**config.mk**
```make
export PLATFORM = sky130hd
export DESIGN_NAME = load_store_unit_flat
export DESIGN_NICKNAME = d
export VERILOG_FILES = /design/src/source/rv32i_pkg.sv /design/src/source/decode_if.sv /design/src/source/load_store_unit.sv /design/src/flat_wrapper.sv
export SDC_FILE = /design/constraint.sdc
export NUM_CORES = 1
export LEC_CHECK = 0
export BUFFER_PORTS_ARGS = -buffer_cell sky130_fd_sc_hd__buf_2
export CORE_AREA = 3 3 87 89
export DETAILED_ROUTE_END_ITERATION = 8
export DIE_AREA = 0 0 90 92
export PLACE_DENSITY = 0.57
export SETUP_SLACK_MARGIN = 0.05
export SLEW_MARGIN = 20
export SYNTH_ARGS = -nofsm -noshare
export SYNTH_HDL_FRONTEND = slang
export SYNTH_SLANG_ARGS = --single-unit
```
**constraint.sdc**
```tcl
create_clock -name vclk -period 1.59
set_clock_uncertainty 0.1 [all_clocks]
set_input_delay 0.318 -clock vclk [all_inputs]
set_output_delay 0.318 -clock vclk [all_outputs]
set_load 0.02 [all_outputs]
```
**src/source/rv32i_pkg.sv**
```systemverilog
package rv32i_pkg;

    localparam int xlen       = 32;
    localparam int imem_words = 256;  // instruction ROM depth in words

    localparam logic [xlen-1:0] reset_pc = 32'h0000_0000;

    ////////////////////////////////////////////////////////////////////////////
    // major opcodes, taken from instr[6:0]
    ////////////////////////////////////////////////////////////////////////////
    typedef enum logic [6:0] {
        opc_load     = 7'b0000011,
        opc_misc_mem = 7'b0001111,
        opc_op_imm   = 7'b0010011,
        opc_auipc    = 7'b0010111,
        opc_store    = 7'b0100011,
        opc_op       = 7'b0110011,
        opc_lui      = 7'b0110111,
        opc_branch   = 7'b1100011,
        opc_jalr     = 7'b1100111,
        opc_jal      = 7'b1101111,
        opc_system   = 7'b1110011
    } opcode_e;

    typedef enum logic [3:0] {
        alu_add,
        alu_sub,
        alu_sll,
        alu_slt,
        alu_sltu,
        alu_xor,
        alu_srl,
        alu_sra,
        alu_or,
        alu_and,
        alu_pass_b  // used by LUI
    } alu_op_e;

    typedef enum logic {src_a_rs1, src_a_pc} src_a_sel_e;
    typedef enum logic {src_b_rs2, src_b_imm} src_b_sel_e;
    typedef enum logic [1:0] {wb_alu, wb_load, wb_pc4} wb_sel_e;

    // branch conditions
    localparam logic [2:0] f3_beq  = 3'b000;
    localparam logic [2:0] f3_bne  = 3'b001;
    localparam logic [2:0] f3_blt  = 3'b100;
    localparam logic [2:0] f3_bge  = 3'b101;
    localparam logic [2:0] f3_bltu = 3'b110;
    localparam logic [2:0] f3_bgeu = 3'b111;

    // load and store widths, word access falls to the default
    localparam logic [2:0] f3_lb  = 3'b000;
    localparam logic [2:0] f3_lh  = 3'b001;
    localparam logic [2:0] f3_lbu = 3'b100;
    localparam logic [2:0] f3_lhu = 3'b101;
    localparam logic [2:0] f3_sb  = 3'b000;
    localparam logic [2:0] f3_sh  = 3'b001;

endpackage

```
**src/source/decode_if.sv**
```systemverilog
`timescale 1ns/100ps

interface decode_if;
    import rv32i_pkg::*;

    logic [4:0]      rs1;
    logic [4:0]      rs2;
    logic [4:0]      rd;
    logic [2:0]      funct3;
    logic [xlen-1:0] imm;
    alu_op_e         alu_op;
    src_a_sel_e      src_a_sel;
    src_b_sel_e      src_b_sel;
    wb_sel_e         wb_sel;
    logic            rf_write;
    logic            mem_read;
    logic            mem_write;
    logic            branch;    // conditional branch, condition resolved in the alu
    logic            jump_reg;  // JALR, target comes from the alu result
    logic            jump;      // JAL, target is pc + imm

    modport decoder (
        output rs1, rs2, rd, funct3, imm, alu_op,
        output src_a_sel, src_b_sel, wb_sel,
        output rf_write, mem_read, mem_write, branch, jump_reg, jump
    );

    modport datapath (
        input rs1, rs2, rd, funct3, imm, alu_op,
        input src_a_sel, src_b_sel, wb_sel,
        input rf_write, mem_read, mem_write, branch, jump_reg, jump
    );

endinterface

```
**src/source/load_store_unit.sv**
```systemverilog
`timescale 1ns/100ps

module load_store_unit (
    decode_if.datapath                 dp,
    input  logic [rv32i_pkg::xlen-1:0] address,
    input  logic [rv32i_pkg::xlen-1:0] store_data,
    input  logic [rv32i_pkg::xlen-1:0] data_memory_read_data,
    output logic [rv32i_pkg::xlen-1:0] load_data,
    output logic [rv32i_pkg::xlen-1:0] data_memory_write_data,
    output logic [3:0]                 write_mask,
    output logic                       memory_read,
    output logic                       memory_write
);
    import rv32i_pkg::*;

    logic [1:0]  offset;
    logic [3:0]  lane_mask;
    logic [7:0]  load_byte;
    logic [15:0] load_half;

    assign offset       = address[1:0];
    assign memory_read  = dp.mem_read;
    assign memory_write = dp.mem_write;

    // narrow stores are copied to every lane and the mask picks the right one
    always_comb begin
        case (dp.funct3)
            f3_sb: begin
                data_memory_write_data = {4{store_data[7:0]}};
                lane_mask              = 4'b0001 << offset;
            end
            f3_sh: begin
                data_memory_write_data = {2{store_data[15:0]}};
                lane_mask              = offset[1] ? 4'b1100 : 4'b0011;
            end
            default: begin
                data_memory_write_data = store_data;
                lane_mask              = 4'b1111;
            end
        endcase
    end

    assign write_mask = dp.mem_write ? lane_mask : 4'b0000;

    assign load_byte = data_memory_read_data[8*offset +: 8];
    assign load_half = offset[1] ? data_memory_read_data[31:16] : data_memory_read_data[15:0];

    always_comb begin
        case (dp.funct3)
            f3_lb:   load_data = {{24{load_byte[7]}}, load_byte};
            f3_lbu:  load_data = {24'b0, load_byte};
            f3_lh:   load_data = {{16{load_half[15]}}, load_half};
            f3_lhu:  load_data = {16'b0, load_half};
            default: load_data = data_memory_read_data;
        endcase
    end

endmodule

```
**src/flat_wrapper.sv**
```systemverilog
// flat-port wrapper written by rule: the top's interface ports become plain ports
module load_store_unit_flat import rv32i_pkg::*;
  (address, store_data, data_memory_read_data, load_data, data_memory_write_data, write_mask, memory_read, memory_write, dp_rs1, dp_rs2, dp_rd, dp_funct3, dp_imm, dp_alu_op, dp_src_a_sel, dp_src_b_sel, dp_wb_sel, dp_rf_write, dp_mem_read, dp_mem_write, dp_branch, dp_jump_reg, dp_jump);
  decode_if dp_i ();
  input  logic [rv32i_pkg::xlen-1:0] address;
  input  logic [rv32i_pkg::xlen-1:0] store_data;
  input  logic [rv32i_pkg::xlen-1:0] data_memory_read_data;
  output logic [rv32i_pkg::xlen-1:0] load_data;
  output logic [rv32i_pkg::xlen-1:0] data_memory_write_data;
  output logic [3:0] write_mask;
  output logic memory_read;
  output logic memory_write;
  input wire logic [$bits(dp_i.rs1)-1:0] dp_rs1;
  input wire logic [$bits(dp_i.rs2)-1:0] dp_rs2;
  input wire logic [$bits(dp_i.rd)-1:0] dp_rd;
  input wire logic [$bits(dp_i.funct3)-1:0] dp_funct3;
  input wire logic [$bits(dp_i.imm)-1:0] dp_imm;
  input wire logic [$bits(dp_i.alu_op)-1:0] dp_alu_op;
  input wire logic [$bits(dp_i.src_a_sel)-1:0] dp_src_a_sel;
  input wire logic [$bits(dp_i.src_b_sel)-1:0] dp_src_b_sel;
  input wire logic [$bits(dp_i.wb_sel)-1:0] dp_wb_sel;
  input wire logic [$bits(dp_i.rf_write)-1:0] dp_rf_write;
  input wire logic [$bits(dp_i.mem_read)-1:0] dp_mem_read;
  input wire logic [$bits(dp_i.mem_write)-1:0] dp_mem_write;
  input wire logic [$bits(dp_i.branch)-1:0] dp_branch;
  input wire logic [$bits(dp_i.jump_reg)-1:0] dp_jump_reg;
  input wire logic [$bits(dp_i.jump)-1:0] dp_jump;
  assign dp_i.rs1 = dp_rs1;
  assign dp_i.rs2 = dp_rs2;
  assign dp_i.rd = dp_rd;
  assign dp_i.funct3 = dp_funct3;
  assign dp_i.imm = dp_imm;
  assign dp_i.alu_op = dp_alu_op;
  assign dp_i.src_a_sel = dp_src_a_sel;
  assign dp_i.src_b_sel = dp_src_b_sel;
  assign dp_i.wb_sel = dp_wb_sel;
  assign dp_i.rf_write = dp_rf_write;
  assign dp_i.mem_read = dp_mem_read;
  assign dp_i.mem_write = dp_mem_write;
  assign dp_i.branch = dp_branch;
  assign dp_i.jump_reg = dp_jump_reg;
  assign dp_i.jump = dp_jump;
  load_store_unit u_core (.dp(dp_i), .address(address), .store_data(store_data), .data_memory_read_data(data_memory_read_data), .load_data(load_data), .data_memory_write_data(data_memory_write_data), .write_mask(write_mask), .memory_read(memory_read), .memory_write(memory_write));
endmodule
```
[Yosys cells after proc, flatten, opt, wreduce, memory -nomap -nowiden]
Cells that the tools add are included.
Storage, ports and cells
  register bits: 0
  bits in latches: 0
  bits in writable memories: 0
  ROM bits: 0
  input port bits: 160
  output and inout port bits: 70
  word-level logic and storage cells: 12
  memories kept: 0
Operators by class
  $add $sub $neg: 0
  $mul: 0
  divide/modulo/power cells: 0
  magnitude comparators: 0
  eq/ne operators: 3
  shift operators: 2
  muxes and demuxes: 6
  bitwise operators: 0
  reduce and logical (&&, ||, !) cells: 1
Operator list (count)
  32-bit one-hot mux with 4 select lines: 1
  32-bit one-hot mux with 2 select lines: 1
  32-bit by 6-bit variable part select with 8-bit output: 1
  16-bit two-way mux: 1
  4-bit two-way mux: 2
  4-bit one-hot mux with 2 select lines: 1
  3-bit equality test (second input constant): 2
  1-bit by 2-bit left shift with 4-bit output (first input constant): 1
  3-bit by 1-bit equality test with 1-bit output (second input constant): 1
  3-bit logical NOT: 1

[Longest topological paths before layout]
  depth after elaboration: 3
  gate-level depth with buffers: 6
  depth with buffers taken out: 4

[Least setup slack after synthesis]
No wires, ideal clock.
  kind: input -> output
  from: in address[1] in the netlist's numbering
  to: out load_data[7] in the netlist's numbering
  data arrival time: 1.456 ns
  data required time: 1.172 ns
  setup slack: -0.284 ns
  cell stages on the path: 6
  buffers on the path: 2
  cells stage by stage: buf_4 nor2b_1 clkbuf_1 inv_1 o22ai_1 a221oi_1
Between the ends
  cells in the longest elaborated chain, start to end: 2
  elaborated cells between the ends (all ways): 3
  classes of those cells: 1 x shift; 2 x mux
Ends and longest elaborated chain
  start: declaration: line flat_wrapper.sv:5  | input logic [rv32i_pkg::xlen-1:0] address;
  32-bit by 6-bit variable part select with 8-bit output / 16-bit two-way mux (equally long branches): line load_store_unit.sv:45, load_store_unit.sv:46
  32-bit one-hot mux with 4 select lines *: line load_store_unit.sv:49  | case (dp.funct3)
  end: declaration: line flat_wrapper.sv:8  | output logic [rv32i_pkg::xlen-1:0] load_data;
Mark *: on every way between the ends. The rest lies on a longest branch, timed or not.

[Worst setup path after layout]
  from: in address[1] in the netlist's numbering
  to: out load_data[22] in the netlist's numbering
The elaborated chain is that of the path after synthesis.

==> impl_results.md <==
* Hold Fails Final Rpt at 0
* Clock power share at 0
* Filler cells at 689
* DRT Pass-1 Iters at 4
* Routability congestion estimate at 0.745
* YS warnings at 0
* Final WS setup at -0.331 ns
* Initial antenna violation count at 1
* RSZ-0062 raised after global routing: true
* Met2 Track Usage GR at 0.242
* Dpl ws at -0.490 ns
* Max-slew violations at 0
* WP data arrival at 1.50 ns
* Synth Cell Area at 0.00114 sq mm
* NetSw at 0.557 mW
* End of the critical path: load_data[22]
* First-pass GRT wire length at 9990 um
* Total Neg Setup Slack at -11.71 ns
* Buffers & Inverters on Critical Path at 2
* Kind of critical path: input port to output pin
* Final ANT Viol Nets at 0
* Initial drt markers at 47
* Syn_area_per_cell at 6.49 sq um
* CP max FO at 8
* Tot Pwr at 1.15 mW
* Leak at 1.51 nW
* Largest net degree at the start of global routing at 20
* Hold_buf cts at 0
* FFs & Latches at 0
* Final period util at 1.21
* Vias in the first global route at 1927
* GR Util met3 at 0.0558
* Share of layout cells above drive strength 1 at 0.814
* Detailed Route WL at 6520 um
* Core Region at 0.00683 sq mm
* Routed vias/inst at 4.50
* Slowest cell on crit path: mux4_2
* Sw Share at 0.485
* Layout net count at 501
* Met1 Usage GRT at 0.182
* Port Buffers at 139
* Setup Viol. Count Final at 59
* Yosys cell types at 28
* Cells after synthesis at 176
* Starting Density at 0.167
* Vias at 1956
* Register area share after synthesis at 0
* VDD IR max at 179 uV
* # DRC at 0
* Average wire per standard cell at 15.0 um
* Critical Path RT at 1.17 ns
* Crit. path cell count at 6
* Relative slew slack at 0.729
* Sequential share of power at 0
* Hold_ws at 0.536 ns
* Worst Tran Pin Value at 0.395 ns
* Clkbuf count at 0
* Worst Setup SP: address[1]
* GR Overflow Total at 0
* Hold Path Class: input port to output pin
* Row cnt at 30
* Crit-path leading delay family: multiplexers
* Max-cap violations at 0
* GRT Max-Usage Layer: met2
* Power Internal at 0.591 mW
* IO Pins at 230
* CP startpoint kind: input port
* CP cell instances: buf_8 > mux4_2 > nand2_4 > o21a_4 > nand2_2 > buf_6
* Worst stage delay on the critical path at 0.54 ns
* Tot GR Track Use at 0.145
* Die area at 0.00828 sq mm
* Failing checks: negative setup slack
* Die H at 92 um
* Hpwl dp at 4880 um
* Chip width at 90 um
* Outcome: complete, but fails checks
* Power Dens Cells at 382 mW/mm^2
* Fmax at 521 MHz
* Period minus WS final at 1.92 ns
* Seq. cell area at 0 sq um
* Area occupied by multi-input gates at 0.00131 sq mm
* Comb power frac at 1.000
* Syn Nets at 336
* P&R area growth vs syn at 163%
* Crit. End Element: output pin
* Diode count at 0
stage by stage:
| step | cells | utilization | cell area, sq um |
|---|---|---|---|
| 2_1_floorplan | 176 | - | 1280 |
| 3_3_place_gp | 419 | 0.322 | 2200 |
| 3_5_place_dp | 419 | 0.322 | 2200 |
| 4_1_cts | 429 | 0.409 | 2790 |
| 5_1_grt | 435 | 0.440 | 3010 |
| 6_report | 435 | 0.440 | 3010 |
layout by cell type (no fill, tap or decap), drive strengths merged:
cell,count
nor3,2
a22oi,13
o22ai,3
nand2,47
mux2i,9
clkinvlp,1
inv,3
nor2,12
buf,185
mux4,1
a21oi,11
o21bai,1
a22o,6
a221oi,1
o21a,3
nor2b,4
o21ai,10
and2,2
a21boi,2
mux2,22
o31a,1
cells by family (layout without fill, tap and decap cells):
| family | after synthesis | in the layout | share of synthesized area |
|---|---|---|---|
| AOI/OAI and AO/OA | 50 | 51 | 0.295 |
| and+or+nand+nor | 67 | 67 | 0.256 |
| buffers and inverters | 27 | 189 | 0.134 |
| muxes | 32 | 32 | 0.315 |
per-layer routing:
layer	part of all wire	up-vias
li1	-	946
met1	0.40	890
met2	0.46	108
met3	0.12	10
met4	0.014	2
met5	0.0011	-
power by group through the flow:
stage	logic, mW	clock network (mW)	registers, mW
floorplan	0.504	0	0
global placement	0.826	0	0
detailed placement	0.831	0	0
CTS	1.06	0	0
global route	1.22	0	0
finish	1.15	0	0
how the worst min path moves through the flow:
stage | start | endpoint | slack, ns | cells past startpoint
after floorplan | store_data[0] | data_memory_write_data[0] | 0.65 | 1
after global placement | dp_mem_read | memory_read | 0.54 | 0
after detailed placement | dp_mem_read | memory_read | 0.54 | 0
after CTS | dp_mem_read | memory_read | 0.54 | 0
after global routing | dp_mem_read | memory_read | 0.54 | 0
final | dp_mem_read | memory_read | 0.54 | 0
layout make-up:
type,count,area share
inverters,4,0.00624
multi-input cells,150,0.434
repair buffers,185,0.520
well taps,96,0.0399
synth_stat cells (all sizes together):
master / instances / area (sq um)
nor2b: 4 / 25.0
clkbuf: 8 / 30.0
o21a: 2 / 22.5
a21oi: 11 / 55.1
inv: 4 / 15.0
a22oi: 13 / 97.6
nand2: 47 / 184
and2: 2 / 12.5
mux4: 1 / 22.5
o21ai: 10 / 50.1
o22ai: 3 / 18.8
mux2i: 9 / 90.1
a221oi: 1 / 8.76
a21boi: 2 / 15.0
nor2: 12 / 50.1
a22o: 6 / 52.6
o31a: 1 / 8.76
nor3: 2 / 21.3
mux2: 22 / 248
o21bai: 1 / 7.51
buf: 15 / 108
repair_timing:
action                     4_1_cts  5_1_grt
pin swaps                        7       15
buffers inserted                10        7
cloned                           1        0
resized for setup              154       50
setup endpoints to repair       60       60
Note: power is estimated with default switching activity, not from simulation.
