===== config.mk =====
export PLATFORM = sky130hd
export DESIGN_NAME = decode_unit_flat
export DESIGN_NICKNAME = d
export VERILOG_FILES = /design/src/source/rv32i_pkg.sv /design/src/source/decode_if.sv /design/src/source/decode_unit.sv /design/src/flat_wrapper.sv
export SDC_FILE = /design/constraint.sdc
export NUM_CORES = 1
export LEC_CHECK = 0
export ABC_AREA = 1
export BUFFER_PORTS_ARGS = -buffer_cell sky130_fd_sc_hd__buf_2
export CAP_MARGIN = 20
export CORE_ASPECT_RATIO = 0.9
export CORE_MARGIN = 2
export CORE_UTILIZATION = 30
export DETAILED_ROUTE_END_ITERATION = 12
export GPL_ROUTABILITY_DRIVEN = 0
export PLACE_DENSITY = 0.73
export SLEW_MARGIN = 20
export SYNTH_ARGS = -nofsm -noshare
export SYNTH_HDL_FRONTEND = slang
export SYNTH_SLANG_ARGS = --single-unit

===== constraint.sdc =====
create_clock -name vclk -period 1.2
set_input_delay 0.12 -clock vclk [all_inputs]
set_output_delay 0.12 -clock vclk [all_outputs]
set_load 0.02 [all_outputs]

===== src/source/rv32i_pkg.sv =====
package rv32i_pkg;

    localparam int xlen       = 32;
    localparam int imem_words = 256;  // instruction ROM depth in words

    localparam logic [xlen-1:0] reset_pc = 32'h0000_0000;

    ////////////////////////////////////////////////////////////////////////////
    // major opcodes, taken from instr[6:0]
    ////////////////////////////////////////////////////////////////////////////
    typedef enum logic [6:0] {
        opc_load     = 7'b0000011,
        opc_misc_mem = 7'b0001111,
        opc_op_imm   = 7'b0010011,
        opc_auipc    = 7'b0010111,
        opc_store    = 7'b0100011,
        opc_op       = 7'b0110011,
        opc_lui      = 7'b0110111,
        opc_branch   = 7'b1100011,
        opc_jalr     = 7'b1100111,
        opc_jal      = 7'b1101111,
        opc_system   = 7'b1110011
    } opcode_e;

    typedef enum logic [3:0] {
        alu_add,
        alu_sub,
        alu_sll,
        alu_slt,
        alu_sltu,
        alu_xor,
        alu_srl,
        alu_sra,
        alu_or,
        alu_and,
        alu_pass_b  // used by LUI
    } alu_op_e;

    typedef enum logic {src_a_rs1, src_a_pc} src_a_sel_e;
    typedef enum logic {src_b_rs2, src_b_imm} src_b_sel_e;
    typedef enum logic [1:0] {wb_alu, wb_load, wb_pc4} wb_sel_e;

    // branch conditions
    localparam logic [2:0] f3_beq  = 3'b000;
    localparam logic [2:0] f3_bne  = 3'b001;
    localparam logic [2:0] f3_blt  = 3'b100;
    localparam logic [2:0] f3_bge  = 3'b101;
    localparam logic [2:0] f3_bltu = 3'b110;
    localparam logic [2:0] f3_bgeu = 3'b111;

    // load and store widths, word access falls to the default
    localparam logic [2:0] f3_lb  = 3'b000;
    localparam logic [2:0] f3_lh  = 3'b001;
    localparam logic [2:0] f3_lbu = 3'b100;
    localparam logic [2:0] f3_lhu = 3'b101;
    localparam logic [2:0] f3_sb  = 3'b000;
    localparam logic [2:0] f3_sh  = 3'b001;

endpackage


===== src/source/decode_if.sv =====
`timescale 1ns/100ps

interface decode_if;
    import rv32i_pkg::*;

    logic [4:0]      rs1;
    logic [4:0]      rs2;
    logic [4:0]      rd;
    logic [2:0]      funct3;
    logic [xlen-1:0] imm;
    alu_op_e         alu_op;
    src_a_sel_e      src_a_sel;
    src_b_sel_e      src_b_sel;
    wb_sel_e         wb_sel;
    logic            rf_write;
    logic            mem_read;
    logic            mem_write;
    logic            branch;    // conditional branch, condition resolved in the alu
    logic            jump_reg;  // JALR, target comes from the alu result
    logic            jump;      // JAL, target is pc + imm

    modport decoder (
        output rs1, rs2, rd, funct3, imm, alu_op,
        output src_a_sel, src_b_sel, wb_sel,
        output rf_write, mem_read, mem_write, branch, jump_reg, jump
    );

    modport datapath (
        input rs1, rs2, rd, funct3, imm, alu_op,
        input src_a_sel, src_b_sel, wb_sel,
        input rf_write, mem_read, mem_write, branch, jump_reg, jump
    );

endinterface


===== src/source/decode_unit.sv =====
`timescale 1ns/100ps

module decode_unit (
    input  logic [rv32i_pkg::xlen-1:0] instr,
    input  logic                       rst_n,
    decode_if.decoder                  dec
);
    import rv32i_pkg::*;

    opcode_e         opcode;
    logic            funct7_5;
    logic [xlen-1:0] imm_i;
    logic [xlen-1:0] imm_s;
    logic [xlen-1:0] imm_b;
    logic [xlen-1:0] imm_u;
    logic [xlen-1:0] imm_j;

    // funct3 to alu operation, alt picks SUB or SRA where the encoding allows it
    function automatic alu_op_e alu_ctrl(input logic [2:0] f3, input logic alt,
                                         input logic is_reg);
        alu_op_e op;
        case (f3)
            3'b000:  op = (alt && is_reg) ? alu_sub : alu_add;
            3'b001:  op = alu_sll;
            3'b010:  op = alu_slt;
            3'b011:  op = alu_sltu;
            3'b100:  op = alu_xor;
            3'b101:  op = alt ? alu_sra : alu_srl;
            3'b110:  op = alu_or;
            default: op = alu_and;
        endcase
        return op;
    endfunction

    assign opcode   = opcode_e'(instr[6:0]);
    assign funct7_5 = instr[30];

    assign dec.rs1    = instr[19:15];
    assign dec.rs2    = instr[24:20];
    assign dec.rd     = instr[11:7];
    assign dec.funct3 = instr[14:12];

    ////////////////////////////////////////////////////////////////////////////
    // immediate formats
    ////////////////////////////////////////////////////////////////////////////
    assign imm_i = {{20{instr[31]}}, instr[31:20]};
    assign imm_s = {{20{instr[31]}}, instr[31:25], instr[11:7]};
    assign imm_b = {{19{instr[31]}}, instr[31], instr[7], instr[30:25], instr[11:8], 1'b0};
    assign imm_u = {instr[31:12], 12'b0};
    assign imm_j = {{11{instr[31]}}, instr[31], instr[19:12], instr[20], instr[30:21], 1'b0};

    ////////////////////////////////////////////////////////////////////////////
    // main control
    ////////////////////////////////////////////////////////////////////////////
    always_comb begin
        dec.imm       = imm_i;
        dec.alu_op    = alu_add;
        dec.src_a_sel = src_a_rs1;
        dec.src_b_sel = src_b_imm;
        dec.wb_sel    = wb_alu;
        dec.rf_write  = 1'b0;
        dec.mem_read  = 1'b0;
        dec.mem_write = 1'b0;
        dec.branch    = 1'b0;
        dec.jump_reg  = 1'b0;
        dec.jump      = 1'b0;

        case (opcode)
            opc_lui: begin
                dec.imm      = imm_u;
                dec.alu_op   = alu_pass_b;
                dec.rf_write = 1'b1;
            end
            opc_auipc: begin
                dec.imm       = imm_u;
                dec.src_a_sel = src_a_pc;
                dec.rf_write  = 1'b1;
            end
            opc_jal: begin
                dec.imm      = imm_j;
                dec.wb_sel   = wb_pc4;
                dec.rf_write = 1'b1;
                dec.jump     = 1'b1;
            end
            opc_jalr: begin
                dec.wb_sel   = wb_pc4;
                dec.rf_write = 1'b1;
                dec.jump_reg = 1'b1;
            end
            opc_branch: begin
                dec.imm       = imm_b;
                dec.src_b_sel = src_b_rs2;  // compare rs1 against rs2
                dec.branch    = 1'b1;
            end
            opc_load: begin
                dec.wb_sel   = wb_load;
                dec.rf_write = 1'b1;
                dec.mem_read = 1'b1;
            end
            opc_store: begin
                dec.imm       = imm_s;
                dec.mem_write = 1'b1;
            end
            opc_op_imm: begin
                dec.alu_op   = alu_ctrl(dec.funct3, imm_i[10], 1'b0);  // imm bit 10 marks SRAI
                dec.rf_write = 1'b1;
            end
            opc_op: begin
                dec.alu_op    = alu_ctrl(dec.funct3, funct7_5, 1'b1);
                dec.src_b_sel = src_b_rs2;
                dec.rf_write  = 1'b1;
            end
            default: begin
                // FENCE, ECALL, EBREAK and CSR accesses retire as no-ops
            end
        endcase

        if (!rst_n) begin
            dec.rf_write  = 1'b0;
            dec.mem_read  = 1'b0;
            dec.mem_write = 1'b0;
            dec.branch    = 1'b0;
            dec.jump_reg  = 1'b0;
            dec.jump      = 1'b0;
        end
    end

endmodule


===== src/flat_wrapper.sv =====
// flat-port wrapper written by rule: the top's interface ports become plain ports
module decode_unit_flat import rv32i_pkg::*;
  (instr, rst_n, dec_rs1, dec_rs2, dec_rd, dec_funct3, dec_imm, dec_alu_op, dec_src_a_sel, dec_src_b_sel, dec_wb_sel, dec_rf_write, dec_mem_read, dec_mem_write, dec_branch, dec_jump_reg, dec_jump);
  decode_if dec_i ();
  input  logic [rv32i_pkg::xlen-1:0] instr;
  input  logic rst_n;
  output wire logic [$bits(dec_i.rs1)-1:0] dec_rs1;
  output wire logic [$bits(dec_i.rs2)-1:0] dec_rs2;
  output wire logic [$bits(dec_i.rd)-1:0] dec_rd;
  output wire logic [$bits(dec_i.funct3)-1:0] dec_funct3;
  output wire logic [$bits(dec_i.imm)-1:0] dec_imm;
  output wire logic [$bits(dec_i.alu_op)-1:0] dec_alu_op;
  output wire logic [$bits(dec_i.src_a_sel)-1:0] dec_src_a_sel;
  output wire logic [$bits(dec_i.src_b_sel)-1:0] dec_src_b_sel;
  output wire logic [$bits(dec_i.wb_sel)-1:0] dec_wb_sel;
  output wire logic [$bits(dec_i.rf_write)-1:0] dec_rf_write;
  output wire logic [$bits(dec_i.mem_read)-1:0] dec_mem_read;
  output wire logic [$bits(dec_i.mem_write)-1:0] dec_mem_write;
  output wire logic [$bits(dec_i.branch)-1:0] dec_branch;
  output wire logic [$bits(dec_i.jump_reg)-1:0] dec_jump_reg;
  output wire logic [$bits(dec_i.jump)-1:0] dec_jump;
  assign dec_rs1 = dec_i.rs1;
  assign dec_rs2 = dec_i.rs2;
  assign dec_rd = dec_i.rd;
  assign dec_funct3 = dec_i.funct3;
  assign dec_imm = dec_i.imm;
  assign dec_alu_op = dec_i.alu_op;
  assign dec_src_a_sel = dec_i.src_a_sel;
  assign dec_src_b_sel = dec_i.src_b_sel;
  assign dec_wb_sel = dec_i.wb_sel;
  assign dec_rf_write = dec_i.rf_write;
  assign dec_mem_read = dec_i.mem_read;
  assign dec_mem_write = dec_i.mem_write;
  assign dec_branch = dec_i.branch;
  assign dec_jump_reg = dec_i.jump_reg;
  assign dec_jump = dec_i.jump;
  decode_unit u_core (.instr(instr), .rst_n(rst_n), .dec(dec_i));
endmodule

# Yosys cells after proc, flatten, opt, wreduce, memory -nomap -nowiden
# Cells that the tools add are included.
# totals
ff_bits,0
latchBits,0
ramBits,0
romBits,0
in_bits,33
output_inout_bits,64
word_cells,41
mem_count,0
# op_classes
n_addsub,0
n_mul,0
n_div,0
magnitude_cmp,0
eq_ne,15
shift,0
mux,21
bitwise_logic,0
n_reduce_logical,5
# ops
cell,count
$pmux W31 S4,1
$pmux W4 S7,2
$eq A7 B6 Y1 const B,3
$eq A7 B7 Y1 const B,3
$mux W1,16
$eq A7 B5 Y1 const B,2
$pmux W4 S3,1
$eq A3 B3 Y1 const B,3
$eq A7 B2 Y1 const B,1
$reduce_or A7 Y1,1
$eq A3 B2 Y1 const B,2
$reduce_or A2 Y1,3
$pmux W2 S2,1
$eq A3 B1 Y1 const B,1
$logic_not A3 Y1,1

# Depth between registers and ports, before layout
# depth
word_depth,4
ltp_mapped,8
ltp_nobuf,8

# Least setup slack after synthesis
# No wires, ideal clock.
# synth_path
kind,input to output
start,in instr[4] in the netlist's numbering
end,out dec_imm[21]
t_arrival_ps,1167
t_required_ps,1080
path_slack_ps,-87
cell_stages,5
n_path_buf,1
path_cell_list,inv_1 > nor2_2 > nand3_4 > buf_6 > o21ai_0
# synth_via
elab_chain_cells,3
# synth_rtl
element,line_no,text
"start, declared",flat_wrapper.sv:5,input logic [rv32i_pkg::xlen-1:0] instr;
$eq A7 B6 Y1 / $eq A7 B5 Y1 (equally long branches),decode_unit.sv:68,case (opcode)
$reduce_or A2 Y1 (no source line),-,
$pmux W31 S4 (*),decode_unit.sv:68,
"end, declared",flat_wrapper.sv:11,output wire logic [$bits(dec_i.imm)-1:0] dec_imm;
# Every way passes the cells marked *; elsewhere a longest branch is shown, timed or not.

# Final worst setup path
# layout_path
start,in instr[4] in the netlist's numbering
end,out dec_imm[12]
# The elaborated chain is that of the path after synthesis.

==> flow_metrics.py <==
metrics = {
    "power_and_ir_drop": {
        "clkPwrFrac_pct": 0,
        "power.density_nw_per_um2": 349,
        "netSwitchingFraction_pct": 58.5,
        "peakVddDrop_v": 0.000157,
        "p_sw_uw": 342,
        "leakage_nw": 0.974,
        "p_int_uw": 242,
        "comb_power_share_pct": 100.0,
        "p_seq_share_pct": 0,
    },
    "drt": {
        "drt_iter0_drc": 24,
        "antenna_left": 0,
        "vias": 1345,
        "wl_um": 3230,
        "wl_per_cell_um": 10.6,
        "routed_via_density": 4.42,
        "drc": 0,
        "first_pass_iters": 4,
    },
    "timing": {
        "rsz0062_at_grt": "yes",
        "report.final.setup_viol": 5,
        "setup_slack_ps": -11.6,
        "slew_viol_final": 0,
        "worstMarginPinSlew_ps": 251,
        "finalHoldViolations": 0,
        "finalCritPeriodShare_pct": 101,
        "final.min_clock_period_ps": 1210,
        "hold_ws_ps": 473,
        "slew_headroom_pct": 83.1,
        "fmax_ghz": 0.825,
    },
    "global_routing": {
        "antenna_found_initial": 0,
        "grt_max_degree": 12,
        "grt_pass1_vias": 1085,
        "grt_pass1_wl_um": 4430,
        "grt.total_usage_pct": 17.0,
        "overflow": 0,
    },
    "placed_design": {
        "dpl.cell_count": 298,
        "port-buffer-count": 97,
        "placed_cell_area_um2": 1370,
        "place_ws_ps": -113,
        "dpl.hpwl_um": 2480,
    },
    "layout": {
        "final_cell_area_um2": 1670,
        "seq_cell_count": 0,
        "fin_cells": 304,
        "final_core_util_pct": 60.9,
        "syn_to_final_growth_pct": 94.3,
        "nets": 299,
        "ff_latch_area_um2": 0,
        "n_clock_buffer": 0,
        "n_antenna_cell": 0,
        "drive_above_1_share_pct": 59.5,
    },
    "die": {
        "die_y_um": 54.8,
        "rows": 18,
        "core_area_um2": 2750,
        "ios": 97,
        "dieWidth_um": 60.5,
        "start_util_pct": 31.3,
        "dieArea_um2": 3310,
    },
    "min_path": {
        "holdPathStages": 2,
        "hp-start": "instr[19]",
        "hp-class": "in2out",
        "hold_end": "dec_rs1[4]",
    },
    "worst_setup_path": {
        "crit_family": "simple AND/OR/NAND/NOR gates",
        "crit_fanout": 8,
        "endpoint_kind": "output pin",
        "worstPathCellList": "buf_8 > clkinv_8 > nand2_8 > nor2_4 > nand2_4 > nand2_8 > inv_12 > nand2_8 > o21ai_4 > buf_6",
        "start_kind": "input port",
        "crit_top_cell": "nand2_8",
        "crit_slowest_cell": "nor2_4",
        "path_buf_inv": 4,
        "slowest_delay_ps": 140,
        "worstSetupPathType": "in2out",
        "arrival_ps": 1090,
        "worstPathRequired_ps": 1080,
    },
    "synthesis": {
        "yosysSeqAreaShare_pct": 0,
        "syn_inst": 165,
        "synth_area_per_cell_um2": 5.22,
        "yosysUniqueCellTypes": 21,
        "yosysWarnings": 0,
        "synth_area_um2": 861,
        "syn-num-nets": 198,
    },
    "job": {
        "drv_cap": 0,
    },
    "status": {
        "violations": "negative setup slack",
        "status": "finished, violations left",
    },
    "cts": {
        "postCtsHoldBufs": 0,
    },
}
==> routing by layer <==
layer  part of all wire [%]  GRT usage (%)
met1                     39           19.6
met2                     55           36.6
met3                    5.8              0
met4                      0          0.362
met5                      0              0
==> what timing repair did <==
action	4_1_cts	5_1_grt
gates resized for setup	45	41
cloned	1	0
pin swaps	6	11
setup buffers	4	1
endpoints found under the setup margin	29	30
==> cell families (layout without fill, tap and decap cells) <==
logic type,count (synthesis),after routing,synth area share (%)
buf+inv,49,148,31.8
compound gates,22,22,14.7
simple gates,94,94,53.5
==> per-stage QoR <==
step,power [mW],TNS [ps]
3_5_place_dp,0.471,-2410
4_1_cts,0.537,-165
3_3_place_gp,0.468,-1790
6_report,0.584,-25.9
2_1_floorplan,0.305,-780
5_1_grt,0.629,-778
==> power by group through the flow <==
stage                     Sequential [mW]  Clock (mW)  Combinational [mW]
after floorplan                         0           0               0.305
after global placement                  0           0               0.468
after detailed placement                0           0               0.471
after CTS                               0           0               0.537
after global routing                    0           0               0.629
final                                   0           0               0.584
==> cell type report <==
class	count	area (um^2)
multi-input cells	116	703
fillers	276	1070
repair inverters	1	8.76
inverters	28	135
well taps	40	50.0
repair buffers	119	776
==> worst max-delay path by stage <==
stage	startpoint	to	slack [ps]	cells past startpoint
finish	instr[4]	dec_imm[12]	-10	10
CTS	instr[4]	dec_imm[13]	-20	10
floorplan	instr[4]	dec_imm[21]	-90	5
global route	instr[4]	dec_imm[3]	-70	10
detailed placement	instr[2]	dec_imm[24]	-110	7
global placement	instr[4]	dec_imm[16]	-100	10
==> cell usage in the layout (no fill, tap or decap), drive strengths merged, types with 2 or more instances in the layout <==
cell / n
nor3: 2
buf: 118
nand2: 44
inv: 28
o211ai: 2
nand3: 20
o21ai: 19
nor2: 27
==> cells in the mapped netlist (all sizes together) <==
library cell | count | area, um^2
inv | 28 | 113
o21ai | 19 | 106
nand3 | 20 | 113
nand2 | 44 | 210
o211ai | 2 | 15.0
nor3 | 2 | 15.0
buf | 21 | 161
a21oi | 1 | 5.00
nor2 | 27 | 116
nor4 | 1 | 6.26
Note: power is estimated with default switching activity, not from simulation.
