$ cat src/source/rv32i_pkg.sv
package rv32i_pkg;

    localparam int xlen       = 32;
    localparam int imem_words = 256;  // instruction ROM depth in words

    localparam logic [xlen-1:0] reset_pc = 32'h0000_0000;

    ////////////////////////////////////////////////////////////////////////////
    // major opcodes, taken from instr[6:0]
    ////////////////////////////////////////////////////////////////////////////
    typedef enum logic [6:0] {
        opc_load     = 7'b0000011,
        opc_misc_mem = 7'b0001111,
        opc_op_imm   = 7'b0010011,
        opc_auipc    = 7'b0010111,
        opc_store    = 7'b0100011,
        opc_op       = 7'b0110011,
        opc_lui      = 7'b0110111,
        opc_branch   = 7'b1100011,
        opc_jalr     = 7'b1100111,
        opc_jal      = 7'b1101111,
        opc_system   = 7'b1110011
    } opcode_e;

    typedef enum logic [3:0] {
        alu_add,
        alu_sub,
        alu_sll,
        alu_slt,
        alu_sltu,
        alu_xor,
        alu_srl,
        alu_sra,
        alu_or,
        alu_and,
        alu_pass_b  // used by LUI
    } alu_op_e;

    typedef enum logic {src_a_rs1, src_a_pc} src_a_sel_e;
    typedef enum logic {src_b_rs2, src_b_imm} src_b_sel_e;
    typedef enum logic [1:0] {wb_alu, wb_load, wb_pc4} wb_sel_e;

    // branch conditions
    localparam logic [2:0] f3_beq  = 3'b000;
    localparam logic [2:0] f3_bne  = 3'b001;
    localparam logic [2:0] f3_blt  = 3'b100;
    localparam logic [2:0] f3_bge  = 3'b101;
    localparam logic [2:0] f3_bltu = 3'b110;
    localparam logic [2:0] f3_bgeu = 3'b111;

    // load and store widths, word access falls to the default
    localparam logic [2:0] f3_lb  = 3'b000;
    localparam logic [2:0] f3_lh  = 3'b001;
    localparam logic [2:0] f3_lbu = 3'b100;
    localparam logic [2:0] f3_lhu = 3'b101;
    localparam logic [2:0] f3_sb  = 3'b000;
    localparam logic [2:0] f3_sh  = 3'b001;

endpackage

$ cat src/source/decode_if.sv
`timescale 1ns/100ps

interface decode_if;
    import rv32i_pkg::*;

    logic [4:0]      rs1;
    logic [4:0]      rs2;
    logic [4:0]      rd;
    logic [2:0]      funct3;
    logic [xlen-1:0] imm;
    alu_op_e         alu_op;
    src_a_sel_e      src_a_sel;
    src_b_sel_e      src_b_sel;
    wb_sel_e         wb_sel;
    logic            rf_write;
    logic            mem_read;
    logic            mem_write;
    logic            branch;    // conditional branch, condition resolved in the alu
    logic            jump_reg;  // JALR, target comes from the alu result
    logic            jump;      // JAL, target is pc + imm

    modport decoder (
        output rs1, rs2, rd, funct3, imm, alu_op,
        output src_a_sel, src_b_sel, wb_sel,
        output rf_write, mem_read, mem_write, branch, jump_reg, jump
    );

    modport datapath (
        input rs1, rs2, rd, funct3, imm, alu_op,
        input src_a_sel, src_b_sel, wb_sel,
        input rf_write, mem_read, mem_write, branch, jump_reg, jump
    );

endinterface

$ cat src/source/alu.sv
`timescale 1ns/100ps

module alu (
    input  logic [rv32i_pkg::xlen-1:0] src_a,
    input  logic [rv32i_pkg::xlen-1:0] src_b,
    decode_if.datapath                 dp,
    output logic [rv32i_pkg::xlen-1:0] result,
    output logic                       taken
);
    import rv32i_pkg::*;

    logic [4:0] shamt;
    logic       branch_cond;

    assign shamt = src_b[4:0];

    always_comb begin
        case (dp.alu_op)
            alu_sub:    result = src_a - src_b;
            alu_sll:    result = src_a << shamt;
            alu_slt:    result = {31'b0, $signed(src_a) < $signed(src_b)};
            alu_sltu:   result = {31'b0, src_a < src_b};
            alu_xor:    result = src_a ^ src_b;
            alu_srl:    result = src_a >> shamt;
            alu_sra:    result = $unsigned($signed(src_a) >>> shamt);
            alu_or:     result = src_a | src_b;
            alu_and:    result = src_a & src_b;
            alu_pass_b: result = src_b;
            default:    result = src_a + src_b;
        endcase
    end

    // compare straight on the operands, the result path stays free for the target
    always_comb begin
        case (dp.funct3)
            f3_beq:  branch_cond = (src_a == src_b);
            f3_bne:  branch_cond = (src_a != src_b);
            f3_blt:  branch_cond = ($signed(src_a) < $signed(src_b));
            f3_bge:  branch_cond = ($signed(src_a) >= $signed(src_b));
            f3_bltu: branch_cond = (src_a < src_b);
            f3_bgeu: branch_cond = (src_a >= src_b);
            default: branch_cond = 1'b0;
        endcase
    end

    assign taken = (dp.branch && branch_cond) || dp.jump;

endmodule

$ cat src/flat_wrapper.sv
// flat-port wrapper written by rule: the top's interface ports become plain ports
module alu_flat import rv32i_pkg::*;
  (src_a, src_b, result, taken, dp_rs1, dp_rs2, dp_rd, dp_funct3, dp_imm, dp_alu_op, dp_src_a_sel, dp_src_b_sel, dp_wb_sel, dp_rf_write, dp_mem_read, dp_mem_write, dp_branch, dp_jump_reg, dp_jump);
  decode_if dp_i ();
  input  logic [rv32i_pkg::xlen-1:0] src_a;
  input  logic [rv32i_pkg::xlen-1:0] src_b;
  output logic [rv32i_pkg::xlen-1:0] result;
  output logic taken;
  input wire logic [$bits(dp_i.rs1)-1:0] dp_rs1;
  input wire logic [$bits(dp_i.rs2)-1:0] dp_rs2;
  input wire logic [$bits(dp_i.rd)-1:0] dp_rd;
  input wire logic [$bits(dp_i.funct3)-1:0] dp_funct3;
  input wire logic [$bits(dp_i.imm)-1:0] dp_imm;
  input wire logic [$bits(dp_i.alu_op)-1:0] dp_alu_op;
  input wire logic [$bits(dp_i.src_a_sel)-1:0] dp_src_a_sel;
  input wire logic [$bits(dp_i.src_b_sel)-1:0] dp_src_b_sel;
  input wire logic [$bits(dp_i.wb_sel)-1:0] dp_wb_sel;
  input wire logic [$bits(dp_i.rf_write)-1:0] dp_rf_write;
  input wire logic [$bits(dp_i.mem_read)-1:0] dp_mem_read;
  input wire logic [$bits(dp_i.mem_write)-1:0] dp_mem_write;
  input wire logic [$bits(dp_i.branch)-1:0] dp_branch;
  input wire logic [$bits(dp_i.jump_reg)-1:0] dp_jump_reg;
  input wire logic [$bits(dp_i.jump)-1:0] dp_jump;
  assign dp_i.rs1 = dp_rs1;
  assign dp_i.rs2 = dp_rs2;
  assign dp_i.rd = dp_rd;
  assign dp_i.funct3 = dp_funct3;
  assign dp_i.imm = dp_imm;
  assign dp_i.alu_op = dp_alu_op;
  assign dp_i.src_a_sel = dp_src_a_sel;
  assign dp_i.src_b_sel = dp_src_b_sel;
  assign dp_i.wb_sel = dp_wb_sel;
  assign dp_i.rf_write = dp_rf_write;
  assign dp_i.mem_read = dp_mem_read;
  assign dp_i.mem_write = dp_mem_write;
  assign dp_i.branch = dp_branch;
  assign dp_i.jump_reg = dp_jump_reg;
  assign dp_i.jump = dp_jump;
  alu u_core (.src_a(src_a), .src_b(src_b), .dp(dp_i), .result(result), .taken(taken));
endmodule
$ cat config.mk
export PLATFORM = sky130hd
export DESIGN_NAME = alu_flat
export DESIGN_NICKNAME = d
export VERILOG_FILES = /design/src/source/rv32i_pkg.sv /design/src/source/decode_if.sv /design/src/source/alu.sv /design/src/flat_wrapper.sv
export SDC_FILE = /design/constraint.sdc
export NUM_CORES = 1
export LEC_CHECK = 0
export BUFFER_PORTS_ARGS = -buffer_cell sky130_fd_sc_hd__buf_2
export CAP_MARGIN = 20
export CORE_MARGIN = 3
export CORE_UTILIZATION = 45
export DETAILED_ROUTE_END_ITERATION = 7
export PLACE_DENSITY = 0.66
export SYNTH_ARGS = -nofsm -noshare
export SYNTH_HDL_FRONTEND = slang
export SYNTH_SLANG_ARGS = --single-unit
export TNS_END_PERCENT = 100
$ cat constraint.sdc
create_clock -name vclk -period 5
set_input_delay 0 -clock vclk [all_inputs]
set_output_delay 0 -clock vclk [all_outputs]
set_load 0.03 [all_outputs]
======== Word-level counts from Yosys, hierarchy flattened ========
Index checks and enable logic that the tools add are counted.
storage, ports and cells
  bits of input ports ..................... 128
  output and inout port bits .............. 33
  logic and storage cells ................. 34
  register bits ........................... 0
cells by class
  shift-type cells ........................ 3
  mux-type cells .......................... 2
  equal/unequal tests ..................... 17
  bitwise gates (word level) .............. 3
  add/subtract/negate cells ............... 2
  reductions and logical operators ........ 3
  magnitude comparators ................... 4
operators by type and width
  cell                                                                    number
  32-bit case mux with 10 select lines                                    1
  32-bit >= comparator                                                    2
  32-bit < comparator                                                     2
  32-bit adder                                                            1
  32-bit bitwise AND                                                      1
  32-bit equality test                                                    1
  32-bit != test                                                          1
  32-bit OR                                                               1
  32-bit by 5-bit << shifter with 32-bit output                           1
  32-bit by 5-bit >> shifter with 32-bit output                           1
  32-bit by 5-bit >>> shifter with 32-bit output                          1
  32-bit subtractor                                                       1
  32-bit XOR                                                              1
  4-bit by 3-bit equality test with 1-bit output (second input constant)  4
  3-bit equality test (second input constant)                             4
  4-bit equality test (second input constant)                             3
  4-bit by 2-bit equality test with 1-bit output (second input constant)  2
  1-bit case mux with 6 select lines                                      1
  4-bit by 1-bit equality test with 1-bit output (second input constant)  1
  3-bit by 1-bit equality test with 1-bit output (second input constant)  1
  3-bit logical NOT                                                       1
  1-bit logical AND                                                       1
  1-bit logical OR                                                        1

======== Logic depth before layout (Yosys ltp) ========
Gate-level depths: netlist (run 1).
  depth in word-level cells ............... 4
  mapped depth ............................ 16
  mapped depth without buffers ............ 12

======== Least setup slack after synthesis (run 1) ========
Ideal clock, no wire load.
  kind .................................... input port to output port
  start ................................... input src_b[3] (netlist name)
  end ..................................... output result[25] (netlist name)
  arrival time ............................ 3.631 ns
  stages on the path ...................... 15
  slack ................................... 1.369 ns
  data required time ...................... 5.000 ns
  cell sequence ........................... inv_1 clkbuf_1 clkbuf_1 buf_1 ha_1 buf_6 nor2_4 o211ai_2 a31oi_2 o21ai_2 o41ai_2 a221oi_4 o211ai_1 mux2_1 nor3_2
on the way
  cells in the longest elaborated chain, start to end .. 2
ends and longest elaborated chain
  element                                 RTL line           RTL
  start: declaration                      flat_wrapper.sv:6  input logic [rv32i_pkg::xlen-1:0] src_b;
  32-bit adder (tied with other cells)    alu.sv:29          default: result = src_a + src_b;
  32-bit case mux with 10 select lines *  alu.sv:18          case (dp.alu_op)
  end: declaration                        flat_wrapper.sv:7  output logic [rv32i_pkg::xlen-1:0] result;
Mark *: on every way between the ends. The rest lies on a longest branch, timed or not.

======== Worst setup path after layout (run 1) ========
  start ................................... input src_b[4] (netlist name)
  end ..................................... output result[0] (netlist name)
on the way
  cells in the longest elaborated chain, start to end .. 2
ends and longest elaborated chain
  element                                      RTL line   RTL
  32-bit < comparator (tied with other cells)  alu.sv:22  alu_sltu: result = {31'b0, src_a < src_b};
  32-bit case mux with 10 select lines *       alu.sv:18
Marks and branches as above.

==> results of run 1 <==
==> cell usage after synthesis (all sizes together) (30+ instances only) <==
cell / n
nand2: 143
nor2: 141
a21oi: 123
o21ai: 114
inv: 103
ha: 97
buf: 57
clkbuf: 49
mux2i: 47
mux4: 34
a211oi: 30
nand3: 30
==> logic make-up after synthesis <==
logic type      share of synthesized area [%]
buf+inv                                 10.08
mux                                     15.87
compound gates                          38.86
simple gates                            21.09
fa+ha+maj                               13.44
xor+xnor                               0.6575
==> worst max-delay path: stages <==
cell	delay [ns]
buf_2	0.09
clkinv_1	0.36
ha_1	0.68
nor2b_1	0.13
a211oi_1	0.20
o21bai_1	0.15
a221oi_2	0.48
o211ai_2	0.29
a211oi_2	0.38
nand2_1	0.11
a2111oi_2	0.57
o22a_1	0.27
buf_2	0.21
==> stage by stage <==
step	util, %	hold slack (ns)	setup WS [ns]	std cells
floorplan	-	0.2297	1.369	1372
global placement	48.51	0.4157	1.240	1660
detailed placement	48.51	0.4231	1.223	1660
CTS	48.51	0.4219	1.200	1660
global route	48.51	0.4714	0.9110	1660
finish	48.53	0.4273	1.078	1661
==> area by class of cell <==
cell class                 count  area share [%]
antenna                        1         0.02540
timing repair buffer         124           6.783
multi-input combinational   1160           85.65
tap                          270           3.429
inverter                     106           4.115
==> routing by layer <==
layer	vias up	GRT usage [%]	part of all wire, %
met3	69	3.059	12
met5	-	0	0
met1	5522	53.91	43
li1	5167	-	-
met4	0	8.051	2.6
met2	782	53.77	43
==> path summary, 6_finish.rpt <==
kind / from / endpoint / slack, ns / cells past startpoint
worst min-delay path: dp_jump / taken / 0.43 / 4
worst max-delay path: src_b[4] / result[0] / 1.08 / 13
==> impl_metrics.yaml, run 1 <==
drt:
  routedWlPerCell_um: 25.16
  wirelength_um: 41790
  routed_via_density: 6.948
  drt_iter0_drc: 1554
  drt-pass1-iter-count: 6
  vias: 11540
  ant_nets: 0
  drc: 0
timing:
  timing.final.crit_share_pct: 78.44
  rsz0062_at_grt: "false"
  period_needed_ns: 3.922
  fin_setup_tns_ns: 0
  fmax_ghz: 0.2550
  slew_viol_final: 0
  setup_violations: 0
  hold_viol_final: 0
  worst_pin_slew_ns: 1.102
  slew_headroom_pct: 26.23
final_layout:
  final_common_cell: "nand2_1"
  multiInputGateArea_um2: 8437
  nNetsFinal: 1619
  design_area_um2: 9851
  seqCellArea_um2: 0
  design.seq.count: 0
  synthToLayoutAreaGrowth_pct: 5.635
  drive_gt1_share_pct: 16.19
  layout_common_cells: "143 x nand2_1, 140 x nor2_1, 121 x a21oi_1"
  clkbuf_count: 0
  fill_cells: 2198
logic_synthesis:
  yosysTopAreaCellShare_pct: 13.01
  ys_seq_area_share_pct: 0
  syn_inst: 1372
  syn_avg_cell_area_um2: 6.797
  yosysTopAreaCell: "ha_1"
  synth_area_leaders: "ha_1 13%, mux4_2 8.0%, a21oi_1 6.5%"
  syn_area_um2: 9325
  synth_nets: 1599
  synthDistinctLibCells: 100
  ys_warn_count: 0
placement:
  placed_area_um2: 9848
  post-dp-hpwl_um: 32680
  io_buffers: 106
  gp_congestion: 1.045
global_route:
  grt_pass1_wl_um: 62490
  grt_pass1_vias: 10270
  antenna_found_initial: 0
  grt_max_degree: 69
  track_usage_pct: 35.40
  gr-total-overflow: 0
floorplanning:
  fp.dieArea_um2: 22490
  core_area_um2: 20300
  die_y_um: 150.0
  start_util_pct: 45.94
  rows: 52
  die_x_um: 150.0
  io_pins: 161
flow_run:
  cap_violations: 0
clock_tree:
  cts_hold_buf: 0
  post_cts_resized: 0
  cts_setup_buffers: 0
setup_path:
  worstSetupPathType: "primary input to output port"
  crit_arrival_ns: 3.92
  startpoint_type: "primary input"
  path_max_fanout: 10
  cp-end-kind: "output port"
  crit_required_ns: 5.00
status:
  status: "finished, final reports clean"
worst_hold_path:
  hold_path.class: "primary input to output port"
==> inputs of run 2 (changes only) <==
--- a/config.mk
+++ b/config.mk
@@ -5,12 +5,13 @@
 export SDC_FILE = /design/constraint.sdc
 export NUM_CORES = 1
 export LEC_CHECK = 0
+export ABC_AREA = 1
 export BUFFER_PORTS_ARGS = -buffer_cell sky130_fd_sc_hd__buf_2
 export CAP_MARGIN = 20
 export CORE_MARGIN = 3
 export CORE_UTILIZATION = 45
 export DETAILED_ROUTE_END_ITERATION = 7
-export PLACE_DENSITY = 0.66
+export PLACE_DENSITY = 0.69
 export SYNTH_ARGS = -nofsm -noshare
 export SYNTH_HDL_FRONTEND = slang
 export SYNTH_SLANG_ARGS = --single-unit
==> constraint.sdc (replaced) <==
create_clock -name vclk -period 3.5
set_input_delay 0 -clock vclk [all_inputs]
set_output_delay 0 -clock vclk [all_outputs]
set_load 0.03 [all_outputs]
==> impl_metrics.yaml, run 2 <==
global_route:
  track_usage_pct: 40.52
  grt_pass1_vias: 11730
  grt_pass1_wl_um: 69680
  grt_max_degree: 65
  antenna_found_initial: 1
  gr-total-overflow: 0
setup_path:
  path_max_fanout: 22
  worstSetupPathType: "primary input to output port"
  crit_path_frequent_cell: "nand2_1"
  crit_path_cell_trace: "buf_2 -> buf_4 -> inv_2 -> a21oi_1 -> nand2_1 -> o21ai_1 -> o21ai_0 -> nand2_1 -> nand2_1 -> a21o_1 -> o22ai_1 -> nand4_1 -> buf_2"
  crit_arrival_ns: 2.90
  slowest_delay_ns: 0.48
  cp-end-kind: "output port"
  startpoint_type: "primary input"
  crit_slowest_cell: "o22ai_1"
  crit_required_ns: 3.50
floorplanning:
  fp.dieArea_um2: 22440
  die_y_um: 149.8
  start_util_pct: 46.74
  core_area_um2: 19910
  die_x_um: 149.8
  io_pins: 161
  rows: 51
final_layout:
  final_common_cell: "nand2_1"
  clkbuf_count: 0
  seqCellArea_um2: 0
  drive_gt1_share_pct: 13.24
  design.seq.count: 0
  nNetsFinal: 2049
  layout_common_cells: "441 x nand2_1, 209 x inv_1, 182 x o21ai_0"
  synthToLayoutAreaGrowth_pct: 7.287
worst_hold_path:
  min_path_cells: 4
  hold_path.class: "primary input to output port"
timing:
  setup_violations: 0
  hold_viol_final: 0
  fin_ws_ns: 0.5981
  rsz0062_at_grt: "false"
  fmax_ghz: 0.3446
  fin_setup_tns_ns: 0
  worst_pin_slew_ns: 0.8675
  slew_viol_final: 0
  slew_headroom_pct: 41.43
  period_needed_ns: 2.902
  timing.final.crit_share_pct: 82.91
logic_synthesis:
  synthAdderAreaFrac_pct: 13.47
  synthSimpleGateAreaFrac_pct: 36.50
  synth_compound_area_share_pct: 32.78
  synthMuxAreaShare_pct: 1.506
  syn_avg_cell_area_um2: 5.273
  syn_area_um2: 9306
  synthDistinctLibCells: 53
  ys_warn_count: 0
  yosysMostFrequentCell: "nand2_1"
  yosysTopAreaCellShare_pct: 17.79
  synth-xor-area-share_pct: 0.7529
  synth_nets: 1992
  synth_top_family_by_area: "simple AND/OR/NAND/NOR gates"
  ys_seq_area_share_pct: 0
  synth_area_leaders: "nand2_1 18%, ha_1 13%, o21ai_0 9.8%"
  ys_top_cells_by_count: "441 x nand2_1, 210 x inv_1, 182 x o21ai_0, 141 x a21oi_1, 138 x nor2_1"
  yosysTopAreaCell: "nand2_1"
  syn_inst: 1765
drt:
  drt-pass1-iter-count: 6
  drt_iter0_drc: 1941
  vias: 13080
  ant_nets: 0
  routedWlPerCell_um: 22.73
  routed_via_density: 6.268
  wirelength_um: 47420
  drc: 0
clock_tree:
  post_cts_resized: 0
  cts_setup_buffers: 0
  cts_hold_buf: 0
placement:
  place_ws_ns: 0.7852
  gp_congestion: 1.087
  io_buffers: 106
  post-dp-hpwl_um: 39060
status:
  status: "finished, final reports clean"
flow_run:
  cap_violations: 0
## run 2: cell count changes in the layout (fill, tap and decap cells not counted), sizes merged, moves of 21 or more
cell,delta
nand3,+75
inv,+139
mux2,-21
a211oi,-23
o21ai,+114
a22oi,-23
a21oi,+27
mux2i,-33
mux4,-34
nand2,+320
## run 2: final timing paths
path              slack, ns     start         to
setup / recovery       0.60  src_b[0]  result[5]
hold / removal         0.33   dp_jump      taken
## run 2: logic make-up (layout without fill, tap and decap cells)
| group | after synthesis | count (layout) |
|---|---|---|
| other | 0 | 1 |
| and+or+nand+nor | 789 | 789 |
| adders and majority gates | 99 | 99 |
| AOI/OAI and AO/OA | 520 | 520 |
| muxes | 14 | 14 |
| xor gates and xnor gates | 8 | 8 |
| buffers and inverters | 335 | 390 |
## run 2: area by class of cell
| cell class | count | area [um2] |
|---|---|---|
| well taps | 265 | 331.6 |
| repair buffers | 144 | 815.8 |
| diodes | 1 | 2.502 |
| inverters | 246 | 923.4 |
| multi-input cells | 1430 | 7911 |
| fillers | 2309 | 9925 |
## run 2: worst max-delay path: cells and delay by family
family	cells	cell delay (ns)
simple gates	4	0.46
compound gates	5	1.59
buf+inv	4	0.83
## run 2: routing by layer
layer | global-route usage, % | share of wire, % | vias to the layer above
met4 | 10.80 | 3.6 | 2
met2 | 63.14 | 43 | 896
met3 | 7.632 | 13 | 130
li1 | - | - | 6038
met1 | 57.13 | 41 | 6010
met5 | 0 | 0.027 | -
## run 2: through the flow
step	util [%]	cell area, um2	hold WS (ns)	cells
floorplan	-	9306	0.2101	1765
finish	50.15	9985	0.3345	2086
global placement	50.14	9982	0.3299	2085
CTS	50.14	9982	0.3392	2085
detailed placement	50.14	9982	0.3367	2085
global route	50.14	9982	0.3731	2085
